## config.mk

```make
export PLATFORM = sky130hd
export DESIGN_NAME = serial_link_top
export DESIGN_NICKNAME = d
export VERILOG_FILES = /design/src/link_frame_pkg.sv /design/src/link_stream_pkg.sv /design/src/crc16_byte.sv /design/src/link_tx.sv /design/src/link_rx.sv /design/src/serial_link_top.sv
export VERILOG_INCLUDE_DIRS = /design/src /design/src/src
export SDC_FILE = /design/constraint.sdc
export NUM_CORES = 1
export LEC_CHECK = 0
export BUFFER_PORTS_ARGS = -buffer_cell sky130_fd_sc_hd__buf_2
export CAP_MARGIN = 20
export CORE_AREA = 2 2 169 171
export DETAILED_ROUTE_END_ITERATION = 6
export DIE_AREA = 0 0 171 173
export HOLD_SLACK_MARGIN = 0.15
export PLACE_DENSITY = 0.68
export SKIP_LAST_GASP = 1
export SLEW_MARGIN = 20
export SYNTH_ARGS = -nofsm -noshare
export SYNTH_HDL_FRONTEND = slang
export SYNTH_SLANG_ARGS = --single-unit
```

## constraint.sdc

```tcl
create_clock -name clock -period 6.3 [get_ports clock]
set_input_delay 1.26 -clock clock [delete_from_list [all_inputs] [get_ports clock]]
set_output_delay 1.26 -clock clock [all_outputs]
set_load 0.1 [all_outputs]
```

## src/link_settings.svh

```systemverilog
// link-wide constants (framing word, length width, CRC-16 parameters), include where a module needs them
`ifndef LINK_SETTINGS_SVH
`define LINK_SETTINGS_SVH

// ---------------------------------------------------------------------------
// framing
// ---------------------------------------------------------------------------

// marks the start of every packet on the line
`define LINK_MAGIC 32'hAC450F28

// header length field, counts data quadlets
`define LINK_LEN_W 10

// ---------------------------------------------------------------------------
// CRC-16/CCITT
// ---------------------------------------------------------------------------

// msb-first, no reflection, no final xor
`define LINK_CRC_POLY 16'h1021
`define LINK_CRC_INIT 16'hFFFF

`endif

```

## src/link_frame_pkg.sv

```systemverilog
// wire-format quadlet layouts of the serial link, used by the transmitter and receiver
`include "link_settings.svh"

package link_frame_pkg;

    // ------------------------------------------------------------------------
    // header quadlet, second word on the line after the magic
    // ------------------------------------------------------------------------
    typedef struct packed {
        logic [15:0]              page;  // bits 31..16
        logic [15-`LINK_LEN_W:0]  zero;  // unused, sent as zero
        logic [`LINK_LEN_W-1:0]   len;   // data quadlet count
    } link_hdr_t;

    // ------------------------------------------------------------------------
    // trailer quadlet, last word of a packet
    // ------------------------------------------------------------------------
    typedef struct packed {
        logic [15:0] zero;               // unused, sent as zero
        logic [15:0] crc;                // over header and data bytes
    } link_trailer_t;

    // one received quadlet; the receiver reads it as a header or a trailer
    // depending on where it is in the packet
    typedef union packed {
        logic [31:0]   raw;
        link_hdr_t     hdr;
        link_trailer_t trl;
    } link_quad_u;

endpackage

```

## src/link_stream_pkg.sv

```systemverilog
// parallel-side beat types of the serial link streams, used by the link ports and the testbench
`include "link_settings.svh"

package link_stream_pkg;

    // ------------------------------------------------------------------------
    // header beat, on tx_hdr and rx_hdr
    // ------------------------------------------------------------------------
    typedef struct packed {
        logic [15:0]            page;
        logic [`LINK_LEN_W-1:0] len;    // number of data words that follow
    } hdr_beat_t;

    // ------------------------------------------------------------------------
    // received data word with its position in the packet
    // ------------------------------------------------------------------------
    typedef struct packed {
        logic [31:0]            data;
        logic [`LINK_LEN_W-1:0] index;  // 0 for the first word after the header
    } word_beat_t;

    // ------------------------------------------------------------------------
    // end of packet report
    // ------------------------------------------------------------------------
    typedef struct packed {
        logic        crc_good;          // trailer matched the local crc
        logic [15:0] crc_rx;            // value found in the trailer
        logic [15:0] crc_calc;          // value computed over the packet
    } rx_status_t;

endpackage

```

## src/crc16_byte.sv

```systemverilog
// byte-wise CRC-16 engine, one byte folded per enabled clock, shared by transmitter and receiver
`timescale 1ns/1ps
`include "link_settings.svh"

module crc16_byte (
    input  logic        clock,
    input  logic        reset,
    input  logic        init,   // reload the initial value, wins over ena
    input  logic        ena,    // fold data this cycle
    input  logic [7:0]  data,
    output logic [15:0] crc
);

    logic [15:0] crc_next;

    // eight serial steps unrolled, msb of the byte first
    always_comb begin
        logic fb;
        crc_next = crc;
        for (int i = 7; i >= 0; i--) begin
            fb = crc_next[15] ^ data[i];
            crc_next = {crc_next[14:0], 1'b0};
            if (fb) begin
                crc_next = crc_next ^ `LINK_CRC_POLY;
            end
        end
    end

    always_ff @(posedge clock) begin
        if (reset || init) begin
            crc <= `LINK_CRC_INIT;
        end else if (ena) begin
            crc <= crc_next;
        end
    end

endmodule

```

## src/link_tx.sv

```systemverilog
// packet serializer, sends magic, header, data words and CRC trailer lsb first on one line
`timescale 1ns/1ps
`include "link_settings.svh"

module link_tx (
    input  logic                       clock,
    input  logic                       reset,
    input  link_stream_pkg::hdr_beat_t tx_hdr,
    input  logic                       tx_hdr_valid,
    output logic                       tx_hdr_ready,
    input  logic [31:0]                tx_word,
    input  logic                       tx_word_valid,
    output logic                       tx_word_ready,
    output logic                       tx_underrun,
    output logic                       tx_line
);

    typedef enum logic [1:0] {S_FRAME, S_HDR, S_DATA, S_TRL} tx_state_t;

    tx_state_t                  state;
    logic [4:0]                 bit_cnt;    // bit of quad going out next
    logic [`LINK_LEN_W-1:0]     word_cnt;   // index of the data quadlet in flight
    logic                       framing;    // S_FRAME quad is the magic, else idle
    logic [31:0]                quad;       // quadlet being serialized
    link_stream_pkg::hdr_beat_t hdr_q;      // header of the current packet
    logic [31:0]                word_buf;   // word fetched for the next quadlet
    logic                       have_word;

    logic                          quad_end;
    logic                          hdr_take;
    logic                          word_take;
    logic                          want_word;
    logic                          last_word;
    logic                          starved;
    logic [31:0]                   data_word;
    link_frame_pkg::link_hdr_t     hdr_word;
    link_frame_pkg::link_trailer_t trl_word;
    logic                          crc_ena;
    logic [7:0]                    crc_byte;
    logic [15:0]                   crc;

    // ------------------------------------------------------------------------
    // stream handshakes
    // ------------------------------------------------------------------------
    assign quad_end  = (bit_cnt == 5'd31);
    assign last_word = (word_cnt == hdr_q.len - `LINK_LEN_W'(1));

    // a header can only slip in where idle or a trailer ends
    assign tx_hdr_ready = quad_end && tx_hdr_valid &&
                          ((state == S_FRAME && !framing) || state == S_TRL);
    assign hdr_take     = tx_hdr_valid && tx_hdr_ready;

    // the quadlet after this one is data
    assign want_word     = (state == S_HDR && hdr_q.len != '0) ||
                           (state == S_DATA && !last_word);
    assign tx_word_ready = want_word && !have_word;
    assign word_take     = tx_word_valid && tx_word_ready;
    assign starved       = quad_end && want_word && !have_word && !word_take;

    // late word goes straight through, a missing one becomes zero
    assign data_word = have_word ? word_buf : (word_take ? tx_word : 32'd0);

    always_comb begin
        hdr_word      = '0;
        hdr_word.page = hdr_q.page;
        hdr_word.len  = hdr_q.len;
        trl_word      = '0;
        trl_word.crc  = crc;
    end

    // ------------------------------------------------------------------------
    // quadlet sequencing
    // ------------------------------------------------------------------------
    always_ff @(posedge clock) begin
        if (reset) begin
            state       <= S_FRAME;
            bit_cnt     <= '0;
            word_cnt    <= '0;
            framing     <= 1'b0;
            quad        <= '0;
            have_word   <= 1'b0;
            tx_underrun <= 1'b0;
            tx_line     <= 1'b0;
        end else begin
            bit_cnt     <= bit_cnt + 5'd1;
            tx_line     <= quad[bit_cnt];
            tx_underrun <= starved;
            if (word_take) begin
                have_word <= 1'b1;
            end
            if (quad_end) begin
                have_word <= 1'b0;                  // buffered word used below
                case (state)
                    S_FRAME: begin
                        if (framing) begin
                            state   <= S_HDR;
                            quad    <= hdr_word;
                            framing <= 1'b0;
                        end else if (hdr_take) begin
                            quad    <= `LINK_MAGIC;
                            framing <= 1'b1;
                        end else begin
                            quad    <= '0;
                        end
                    end
                    S_HDR: begin
                        word_cnt <= '0;
                        if (hdr_q.len == '0) begin
                            state <= S_TRL;             // empty packet
                            quad  <= trl_word;
                        end else begin
                            state <= S_DATA;
                            quad  <= data_word;
                        end
                    end
                    S_DATA: begin
                        if (last_word) begin
                            state <= S_TRL;
                            quad  <= trl_word;
                        end else begin
                            word_cnt <= word_cnt + `LINK_LEN_W'(1);
                            quad     <= data_word;
                        end
                    end
                    default: begin                      // S_TRL
                        state   <= S_FRAME;
                        quad    <= hdr_take ? `LINK_MAGIC : 32'd0;
                        framing <= hdr_take;            // back-to-back packet
                    end
                endcase
            end
        end
    end

    always_ff @(posedge clock) begin
        if (hdr_take) begin
            hdr_q <= tx_hdr;
        end
        if (word_take) begin
            word_buf <= tx_word;
        end
    end

    // ------------------------------------------------------------------------
    // crc over header and data, one byte in each of the first four bit cycles
    // ------------------------------------------------------------------------
    assign crc_ena  = (state == S_HDR || state == S_DATA) && (bit_cnt[4:2] == 3'd0);
    assign crc_byte = quad[{bit_cnt[1:0], 3'b000} +: 8];   // lsb byte first

    crc16_byte u_crc (
        .clock (clock),
        .reset (reset),
        .init  (state == S_FRAME),
        .ena   (crc_ena),
        .data  (crc_byte),
        .crc   (crc)
    );

endmodule

```

## src/link_rx.sv

```systemverilog
// packet deserializer, hunts for the magic and delivers header, data words and CRC status
`timescale 1ns/1ps
`include "link_settings.svh"

module link_rx (
    input  logic                         clock,
    input  logic                         reset,
    input  logic                         rx_line,
    output link_stream_pkg::hdr_beat_t   rx_hdr,
    output logic                         rx_hdr_valid,
    output link_stream_pkg::word_beat_t  rx_word,
    output logic                         rx_word_valid,
    output link_stream_pkg::rx_status_t  rx_status,
    output logic                         rx_eop
);

    typedef enum logic [1:0] {S_HUNT, S_HDR, S_DATA, S_TRL} rx_state_t;

    rx_state_t                  state;
    link_frame_pkg::link_quad_u sr;         // lsb first, full word at bit_cnt 31
    logic [4:0]                 bit_cnt;    // bits of the quadlet in sr, minus one
    logic [`LINK_LEN_W-1:0]     word_cnt;
    logic [`LINK_LEN_W-1:0]     len_q;      // data quadlets still expected in total

    logic        quad_full;
    logic        crc_ena;
    logic [15:0] crc;

    assign quad_full = (bit_cnt == 5'd31);

    // ------------------------------------------------------------------------
    // line shift register
    // ------------------------------------------------------------------------
    always_ff @(posedge clock) begin
        if (reset) begin
            sr.raw <= '0;
        end else begin
            sr.raw <= {rx_line, sr.raw[31:1]};
        end
    end

    // ------------------------------------------------------------------------
    // packet FSM
    // ------------------------------------------------------------------------
    always_ff @(posedge clock) begin
        if (reset) begin
            state         <= S_HUNT;
            bit_cnt       <= '0;
            word_cnt      <= '0;
            rx_hdr_valid  <= 1'b0;
            rx_word_valid <= 1'b0;
            rx_eop        <= 1'b0;
        end else begin
            bit_cnt       <= bit_cnt + 5'd1;
            rx_hdr_valid  <= 1'b0;
            rx_word_valid <= 1'b0;
            rx_eop        <= 1'b0;
            case (state)
                S_HUNT: begin
                    if (sr.raw == `LINK_MAGIC) begin
                        state   <= S_HDR;
                        bit_cnt <= '0;              // header bit 0 arrives now
                    end
                end
                S_HDR: begin
                    if (quad_full) begin
                        rx_hdr_valid <= 1'b1;
                        word_cnt     <= '0;
                        state        <= (sr.hdr.len == '0) ? S_TRL : S_DATA;
                    end
                end
                S_DATA: begin
                    if (quad_full) begin
                        rx_word_valid <= 1'b1;
                        if (word_cnt == len_q - `LINK_LEN_W'(1)) begin
                            state <= S_TRL;
                        end else begin
                            word_cnt <= word_cnt + `LINK_LEN_W'(1);
                        end
                    end
                end
                default: begin                          // S_TRL
                    if (quad_full) begin
                        rx_eop <= 1'b1;
                        state  <= S_HUNT;
                    end
                end
            endcase
        end
    end

    // output payload, qualified by the valid pulses above
    always_ff @(posedge clock) begin
        if (state == S_HDR && quad_full) begin
            len_q       <= sr.hdr.len;
            rx_hdr.page <= sr.hdr.page;
            rx_hdr.len  <= sr.hdr.len;
        end
        if (state == S_DATA && quad_full) begin
            rx_word.data  <= sr.raw;
            rx_word.index <= word_cnt;
        end
        if (state == S_TRL && quad_full) begin
            rx_status.crc_good <= (sr.trl.crc == crc);
            rx_status.crc_rx   <= sr.trl.crc;
            rx_status.crc_calc <= crc;
        end
    end

    // ------------------------------------------------------------------------
    // crc check, each byte sits in sr[31:24] right after its eighth bit
    // ------------------------------------------------------------------------
    assign crc_ena = (state == S_HDR || state == S_DATA) && (bit_cnt[2:0] == 3'd7);

    crc16_byte u_crc (
        .clock (clock),
        .reset (reset),
        .init  (state == S_HUNT),
        .ena   (crc_ena),
        .data  (sr.raw[31:24]),
        .crc   (crc)
    );

endmodule

```

## src/serial_link_top.sv

```systemverilog
// serial link subsystem, one transmitter and one receiver with separate lines for board-to-board use
`timescale 1ns/1ps

module serial_link_top (
    input  logic                         clock,
    input  logic                         reset,

    // transmit side
    input  link_stream_pkg::hdr_beat_t   tx_hdr,
    input  logic                         tx_hdr_valid,
    output logic                         tx_hdr_ready,
    input  logic [31:0]                  tx_word,
    input  logic                         tx_word_valid,
    output logic                         tx_word_ready,
    output logic                         tx_underrun,
    output logic                         tx_line,

    // receive side
    input  logic                         rx_line,
    output link_stream_pkg::hdr_beat_t   rx_hdr,
    output logic                         rx_hdr_valid,
    output link_stream_pkg::word_beat_t  rx_word,
    output logic                         rx_word_valid,
    output link_stream_pkg::rx_status_t  rx_status,
    output logic                         rx_eop
);

    // ------------------------------------------------------------------------
    // the two directions share only clock and reset
    // ------------------------------------------------------------------------
    link_tx u_tx (
        .clock         (clock),
        .reset         (reset),
        .tx_hdr        (tx_hdr),
        .tx_hdr_valid  (tx_hdr_valid),
        .tx_hdr_ready  (tx_hdr_ready),
        .tx_word       (tx_word),
        .tx_word_valid (tx_word_valid),
        .tx_word_ready (tx_word_ready),
        .tx_underrun   (tx_underrun),
        .tx_line       (tx_line)
    );

    link_rx u_rx (
        .clock         (clock),
        .reset         (reset),
        .rx_line       (rx_line),
        .rx_hdr        (rx_hdr),
        .rx_hdr_valid  (rx_hdr_valid),
        .rx_word       (rx_word),
        .rx_word_valid (rx_word_valid),
        .rx_status     (rx_status),
        .rx_eop        (rx_eop)
    );

endmodule

```

==> flow_summary_export.csv, run 1 <==
group,metric,value,unit
synthesis,synthCells,1004,
placed_design,gp_congestion,0.874,
finish,syn2layout_area_growth,18.7,%
sta,max_freq,0.206,GHz
sta,report.final.slew_viol_count,0,
cts,cts_buffers,31,
synthesis,synth.distinct_cells,65,
sta,period_share,76.9,%
synthesis,synth_top_family_by_area,"compound AO/OA/AOI/OAI gates",
synthesis,synth_nets,1085,
synthesis,syn_avg_cell_area,12.3,um2
finish,finalNetCount,1252,
finish,fill_cells,2392,
synthesis,yosysTopAreaCell,"edfxtp_1",
global_route,grt_overflow,0,
power,power.density,272,nW/um2
route,vias_per_cell,5.52,
run_status,status,"finished, final reports clean",
sta,fin_worst_skew,10.5,ps
power,p_leak,5.75,nW
setup_path,max_stage_delay,460,ps
cts,clk_pin_slew_worst_paths,70,ps
finish,antenna_cells,0,
route,drc,0,
cts,cts_tree,"built",
floorplan,start_util,44.8,%
hold_path,hold_class,"flop to flop",
floorplan,die_width,171,um
setup_path,criticalPathCategory,"flop to primary output",
sta,hold_viol,0,
sta,worstMarginPinSlew,1020,ps
sta,setup_viol,0,
sta,totalNegativeSetupSlack,0,ps
synthesis,synth_area_leaders,"edfxtp_1, dfxtp_1, xnor2_1, mux4_2, o211ai_1",
route,wirelength_met1,12100,um
route,routed_wl,28000,um
placed_design,pre_cts_ws,2130,ps
global_route,grt_usage,18.9,%
placed_design,hpwl,19900,um
synthesis,async_reset_ff_share,0,%
cts,cts_hold_buf,0,
setup_path,critPathCaptureType,"primary output",
floorplan,fp-row-count,61,
finish,stdcell_count,1574,
synthesis,ys_seq_area_share,60.8,%
route,top_layer,"met4",
setup_path,startpoint_type,"flop",
synthesis,synth-xor-area-share,6.30,%
setup_path,required,5040,ps
power,peakVddDrop,0.251,mV
placed_design,io_buffers,170,
finish,drive_gt1_share,22.7,%
placed_design,dp_cells,1515,
floorplan,dieArea,29600,um2
synthesis,synth_edf_count,159,
run,cap_violations,0,
floorplan,die_h,173,um
synthesis,synth_top_area_share,38.6,%
synthesis,yosys_most_used_dff,"edfxtp_1",
setup_path,worstPathCellList,"inv_1, ha_1, nor4b_2, nand2_1, o211ai_1, a21oi_1, o31ai_2, and2_1, nor2_1, buf_2",
cts,cts-htree-levels,1,
sta,period_needed,4850,ps
sta,setup_slack,1450,ps
route,wl_met3,1930,um
synthesis,synth-compound-area-share,13.7,%
cts,clkLatencyLatePin,570,ps
sta,slew_headroom,31.7,%
cts,cts.repair.resized,0,
global_route,grt_pass1_wl,45100,um
setup_path,path_max_fanout,7,
floorplan,design.core.area,27600,um2
cts,postCtsSetupBuffers,0,
setup_path,path_buf_inv,2,
synthesis,yosys.area_share.adder,1.82,%
route,post_drt_wl_per_cell,17.8,um
global_route,grt_max_degree,66,
cts,cts_sinks,296,
synthesis,synth_simple_gate_area_share,11.4,%
cts,root_buffer,"clkbuf_16",
floorplan,io_pins,171,
route,first_iter_violations,822,
route,drtPass1Iterations,6,
synthesis,yosysWarnings,0,
cts,clk_path_buf_depth,3,
setup_path,slowest_stage,"edfxtp_1",
power,power,3.99,mW
setup_path,path_delay_family,"simple AND/OR/NAND/NOR gates",
route,drtAntennaViolNets,0,
setup_path,crit_arrival,3590,ps
finish,post-route-util,53.2,%
synthesis,synthMuxAreaShare,3.60,%
sta,rsz0062_at_grt,"no",
global_route,antenna_found_initial,0,
synthesis,synth_area,12400,um2
synthesis,ys_ff_latch,296,
global_route,grt_pass1_vias,8450,
route,vias,8691,
route,dr_wl_met2,13300,um
## sequential cells by signal (all words and copies together), names as in the netlist
signal	cells
u_rx.rx_word	42
u_rx.rx_status	33
u_rx.sr	32
u_tx.quad	32
u_tx.word_buf	32
u_tx.hdr_q	26
u_rx.rx_hdr	16
u_rx.u_crc.crc	16
u_tx.u_crc.crc	16
u_rx.len_q	10
u_rx.word_cnt	10
u_tx.word_cnt	10
u_rx.bit_cnt	5
u_tx.bit_cnt	5
u_rx.state	2
u_tx.state	2
u_rx.rx_eop	1
u_rx.rx_hdr_valid	1
u_rx.rx_word_valid	1
u_tx.framing	1
u_tx.have_word	1
u_tx.tx_line	1
u_tx.tx_underrun	1
## synthesized netlist by cell type, types with 8 or more instances
| cell | number |
|---|---|
| edfxtp_1 | 159 |
| dfxtp_1 | 137 |
| nand2_1 | 66 |
| xnor2_1 | 64 |
| a21oi_1 | 42 |
| nor2_1 | 41 |
| nor2b_1 | 39 |
| clkbuf_1 | 38 |
| o211ai_1 | 37 |
| a22oi_1 | 32 |
| inv_1 | 30 |
| o21ai_1 | 25 |
| xor2_1 | 25 |
| o21ai_0 | 21 |
| or3_1 | 20 |
| ha_1 | 18 |
| mux4_2 | 18 |
| a22o_1 | 16 |
| nand4_1 | 14 |
| nand3_1 | 13 |
| or4_1 | 10 |
| a31oi_1 | 9 |
| nor3_1 | 9 |
| o31ai_1 | 9 |
| a221o_1 | 8 |
| and2_1 | 8 |
## area by class of cell
cell class / instances / area, um2 / share of cell area [%]
Sequential cell: 296 / 7520 / 51.2
Multi-Input combinational cell: 631 / 4590 / 31.3
Timing Repair Buffer: 181 / 953 / 6.49
Clock buffer: 38 / 843 / 5.74
Tap cell: 378 / 473 / 3.22
Clock inverter: 20 / 198 / 1.35
Inverter: 30 / 113 / 0.767
## metrics by stage
stage	cell area, um2	hold WS (ps)
final	14700	449
after floorplan	12400	421
after global placement	13600	437
after CTS	14700	453
after global routing	14700	473
after detailed placement	13600	442
## placed cells by master (no fill, tap or decap), drive strengths merged, types with 8 or more instances in the layout
cell and count:
a21oi 43, a221o 8, a22o 16, a22oi 32, a31oi 9, and2 8, buf 181, clkbuf 38
clkinv 12, dfxtp 137, edfxtp 159, ha 18, inv 33, mux4 18, nand2 66, nand3 13
nand4 14, nor2 41, nor2b 39, nor3 9, o211ai 37, o21ai 46, o22ai 8, o31ai 11
or3 20, or4 12, xnor2 64, xor2 25
## metal layers
metal	vias to the layer above	global-route usage, %
li1	4136	-
met1	4150	26.0
met2	347	30.8
met3	58	3.20
met4	0	5.26
met5	-	0
## kinds of logic (layout without fill, tap and decap cells)
family | after synthesis | after routing
AO/OA/AOI/OAI | 244 | 244
multiplexers | 22 | 22
AND/OR/NAND/NOR | 258 | 258
flip-flops | 296 | 296
adder cells (fa/ha/maj) | 18 | 18
XOR/XNOR | 89 | 89
buffers and inverters | 77 | 269
## path summary, 6_finish.rpt
| path | cells after the start | to | from | slack (ps) |
|---|---|---|---|---|
| worst min register to register | 1 | u_rx.bit_cnt[0] | u_rx.bit_cnt[0] | 450 |
| worst min-delay path | 1 | u_rx.bit_cnt[0] | u_rx.bit_cnt[0] | 450 |
| worst max-delay path | 10 | tx_word_ready | u_tx.hdr_q[0] | 1450 |
| worst max register to register | 10 | u_tx.word_buf[7] | u_tx.hdr_q[0] | 2830 |
## power by group
part | total (mW) | switching (mW) | internal, mW | leakage [nW]
combinational | 0.131 | 0.0777 | 0.0537 | 2.51
clock | 1.83 | 0.776 | 1.05 | 0.511
sequential | 2.04 | 0.0119 | 2.03 | 2.73
total | 3.99 | 0.865 | 3.13 | 5.75
Power figures use the tool's default switching activity.
==> run 2, diff against run 1 <==
ABC_AREA = 1   (was unset)
CORE_AREA = 2 2 174 176   (was 2 2 169 171)
DIE_AREA = 0 0 176 178   (was 0 0 171 173)
PLACE_DENSITY = 0.69   (was 0.68)
clock period = 4.1 ns   (was 6.3 ns; I/O delays follow)
==> flow_summary_export.csv, run 2 <==
group,metric,value,unit
run_status,status,"finished, final reports clean",
synthesis,synth_area,13100,um2
power,p_sw_share,21.8,%
setup_path,slowest_stage,"edfxtp_1",
floorplan,die_width,176,um
setup_path,critPathCaptureType,"primary output",
floorplan,fp-row-count,63,
cts,clk_pin_slew_worst_paths,60,ps
cts,root_buffer,"clkbuf_16",
sta,hold_viol,0,
setup_path,crit_arrival,2940,ps
power,p_sw,1.34,mW
hold_path,hold_class,"input port to flop",
cts,clkLatencyLatePin,570,ps
synthesis,synth_area_leaders,"edfxtp_1, dfxtp_1, nand2_1, inv_1, nor2_1",
floorplan,io_pins,171,
synthesis,synth_top_area_share,36.6,%
setup_path,path_buf_inv,4,
route,drtAntennaViolNets,0,
finish,reg_top3,"u_rx.rx_word: 42 flops, u_rx.rx_status: 33 flops",
setup_path,max_stage_delay,430,ps
setup_path,path_delay_family,"simple AND/OR/NAND/NOR gates",
cts,cts_tree,"built",
global_route,grt_pass1_vias,9073,
global_route,grt_pass1_wl,47400,um
cts,cts-htree-levels,1,
power,p_leak,6.05,nW
sta,worstMarginPinSlew,923,ps
floorplan,dieArea,31300,um2
placed_design,io_buffers,170,
route,drtPass1Iterations,5,
power,power.density,401,nW/um2
setup_path,worstPathCellList,"inv_1, ha_1, nand2_2, nor2_1, nand2_1, nand2_1, nand2_1, nand2_1, nor2_2, nand2_2, nand2_4, nand2_8, inv_2, or2_4, inv_1, buf_2",
power,seqPwrFrac,51.1,%
sta,period_needed,3760,ps
synthesis,async_reset_ff_share,0,%
finish,final_cell_mix,"nand2_1, buf_2, edfxtp_1",
finish,stdcell_count,1924,
cts,clk_path_buf_depth,3,
setup_path,startpoint_type,"flop",
placed_design,gp_congestion,0.906,
finish,multi_input_area,4750,um2
cts,cts.repair.resized,0,
route,first_iter_violations,692,
global_route,grt_max_degree,55,
finish,seq_area,7520,um2
finish,antenna_cells,0,
route,vias_per_cell,5.01,
route,vias,9648,
floorplan,design.core.area,29400,um2
synthesis,yosysMostFrequentCell,"nand2_1",
global_route,grt_overflow,0,
power,power,6.14,mW
synthesis,synthCells,1342,
synthesis,yosysTopAreaCell,"edfxtp_1",
setup_path,path_common_cell,"nand2_1",
sta,slew_headroom,38.3,%
route,routed_wl,29700,um
floorplan,start_util,44.4,%
sta,report.final.slew_viol_count,0,
route,post_drt_wl_per_cell,15.4,um
floorplan,die_h,178,um
sta,setup_slack,339,ps
cts,cts_hold_buf,0,
synthesis,synth_edf_count,159,
route,drc,0,
sta,fin_worst_skew,13.6,ps
sta,whs,424,ps
finish,drive_gt1_share,18.8,%
synthesis,syn_avg_cell_area,9.73,um2
power,clockPowerShare,44.5,%
cts,cts_buffers,31,
finish,syn2layout_area_growth,17.0,%
synthesis,yosys_most_used_dff,"edfxtp_1",
sta,setup_viol,0,
power,combPwrFrac,4.5,%
setup_path,path_max_fanout,16,
setup_path,criticalPathCategory,"flop to primary output",
sta,totalNegativeSetupSlack,0,ps
synthesis,ys_seq_area_share,57.5,%
finish,largest_register_ffs,42,
cts,cts_sinks,296,
placed_design,pre_cts_ws,931,ps
placed_design,dp_cells,1865,
synthesis,synth_nets,1423,
global_route,antenna_found_initial,0,
synthesis,ys_ff_latch,296,
finish,final_common_cell,"nand2_1",
placed_design,hpwl,21700,um
cts,postCtsSetupBuffers,0,
synthesis,yosysWarnings,0,
sta,max_freq,0.266,GHz
finish,finalNetCount,1590,
sta,rsz0062_at_grt,"no",
run,cap_violations,0,
power,intPower,4.80,mW
power,peakVddDrop,0.357,mV
synthesis,synth_common_cells,"nand2_1, edfxtp_1, inv_1, dfxtp_1, nor2_1",
finish,top_register,"u_rx.rx_word",
sta,period_share,91.7,%
synthesis,synth.distinct_cells,53,
global_route,grt_usage,18.8,%
setup_path,required,3280,ps
finish,fill_cells,2649,
[run 2: cell count changes in the layout (fill, tap and decap cells not counted), moves of 19 or more]
cell,delta
xnor2_1,-19
inv_1,+111
nand2_1,+231
or3_1,-20
nor2_1,+68
a21oi_1,+21
nor2b_1,-38
a22oi_1,-27
o21ai_0,+32
nand3_1,+46
[run 2: cell type report]
class	instances	share of cell area, %
sequential	296	49.2
multi-input combinational	852	31.1
timing repair buffer	182	6.37
clock buffer	38	5.25
inverter	146	3.60
tap	390	3.19
clock inverter	20	1.29
[run 2: path summary, 6_finish.rpt]
check,startpoint,to,slack [ps],cells after the start
worst max-delay path,u_tx.hdr_q[0],tx_word_ready,340,16
worst min-delay path,tx_hdr[19],u_tx.hdr_q[19],420,1
worst max register to register,u_tx.hdr_q[0],u_tx.word_buf[28],1090,15
worst min register to register,u_rx.bit_cnt[0],u_rx.bit_cnt[0],450,1
[run 2: kinds of logic after synthesis]
family / count (synthesis) / synth area share, %
and+or+nand+nor: 535 / 17.7
DFF: 296 / 57.5
buffers and inverters: 194 / 6.12
AOI/OAI and AO/OA: 187 / 8.53
xor gates and xnor gates: 80 / 5.74
muxes: 32 / 2.59
adders and majority gates: 18 / 1.72
[run 2: power by group through the flow]
stage          Sequential [mW]  Combinational (mW)  Clock, mW
6_report                  3.13               0.274       2.73
5_1_grt                   3.14               0.304       2.91
4_1_cts                   3.13               0.276       2.79
3_5_place_dp              3.20               0.275          0
3_3_place_gp              3.20               0.271          0
2_1_floorplan             3.20               0.189          0
[run 2: routing by layer]
metal  GRT usage, %  vias up  part of all wire [%]
met4           5.44        0                   2.5
met3           2.17       51                   4.5
li1               -     4822                     -
met1           25.4     4524                    45
met2           32.1      251                    48
met5              0        -                     0
[run 2: stage by stage]
step | cell area (um2) | util, %
floorplan | 13100 | -
global placement | 14300 | 48.5
detailed placement | 14300 | 48.5
CTS | 15300 | 51.9
global route | 15300 | 52.0
finish | 15300 | 52.0
[run 2: worst reg2reg max path, cell delays in order, from the launching register on]
cell      delay (ps)
edfxtp_1         430
inv_1            130
ha_1             250
nand2_2          100
nor2_1           120
nand2_1           60
nand2_1           50
nand2_1           40
nand2_1           80
nor2_2            60
nand2_2           70
nand2_4           70
nand2_8          140
inv_2             40
or2_4            250
nor2_4           700
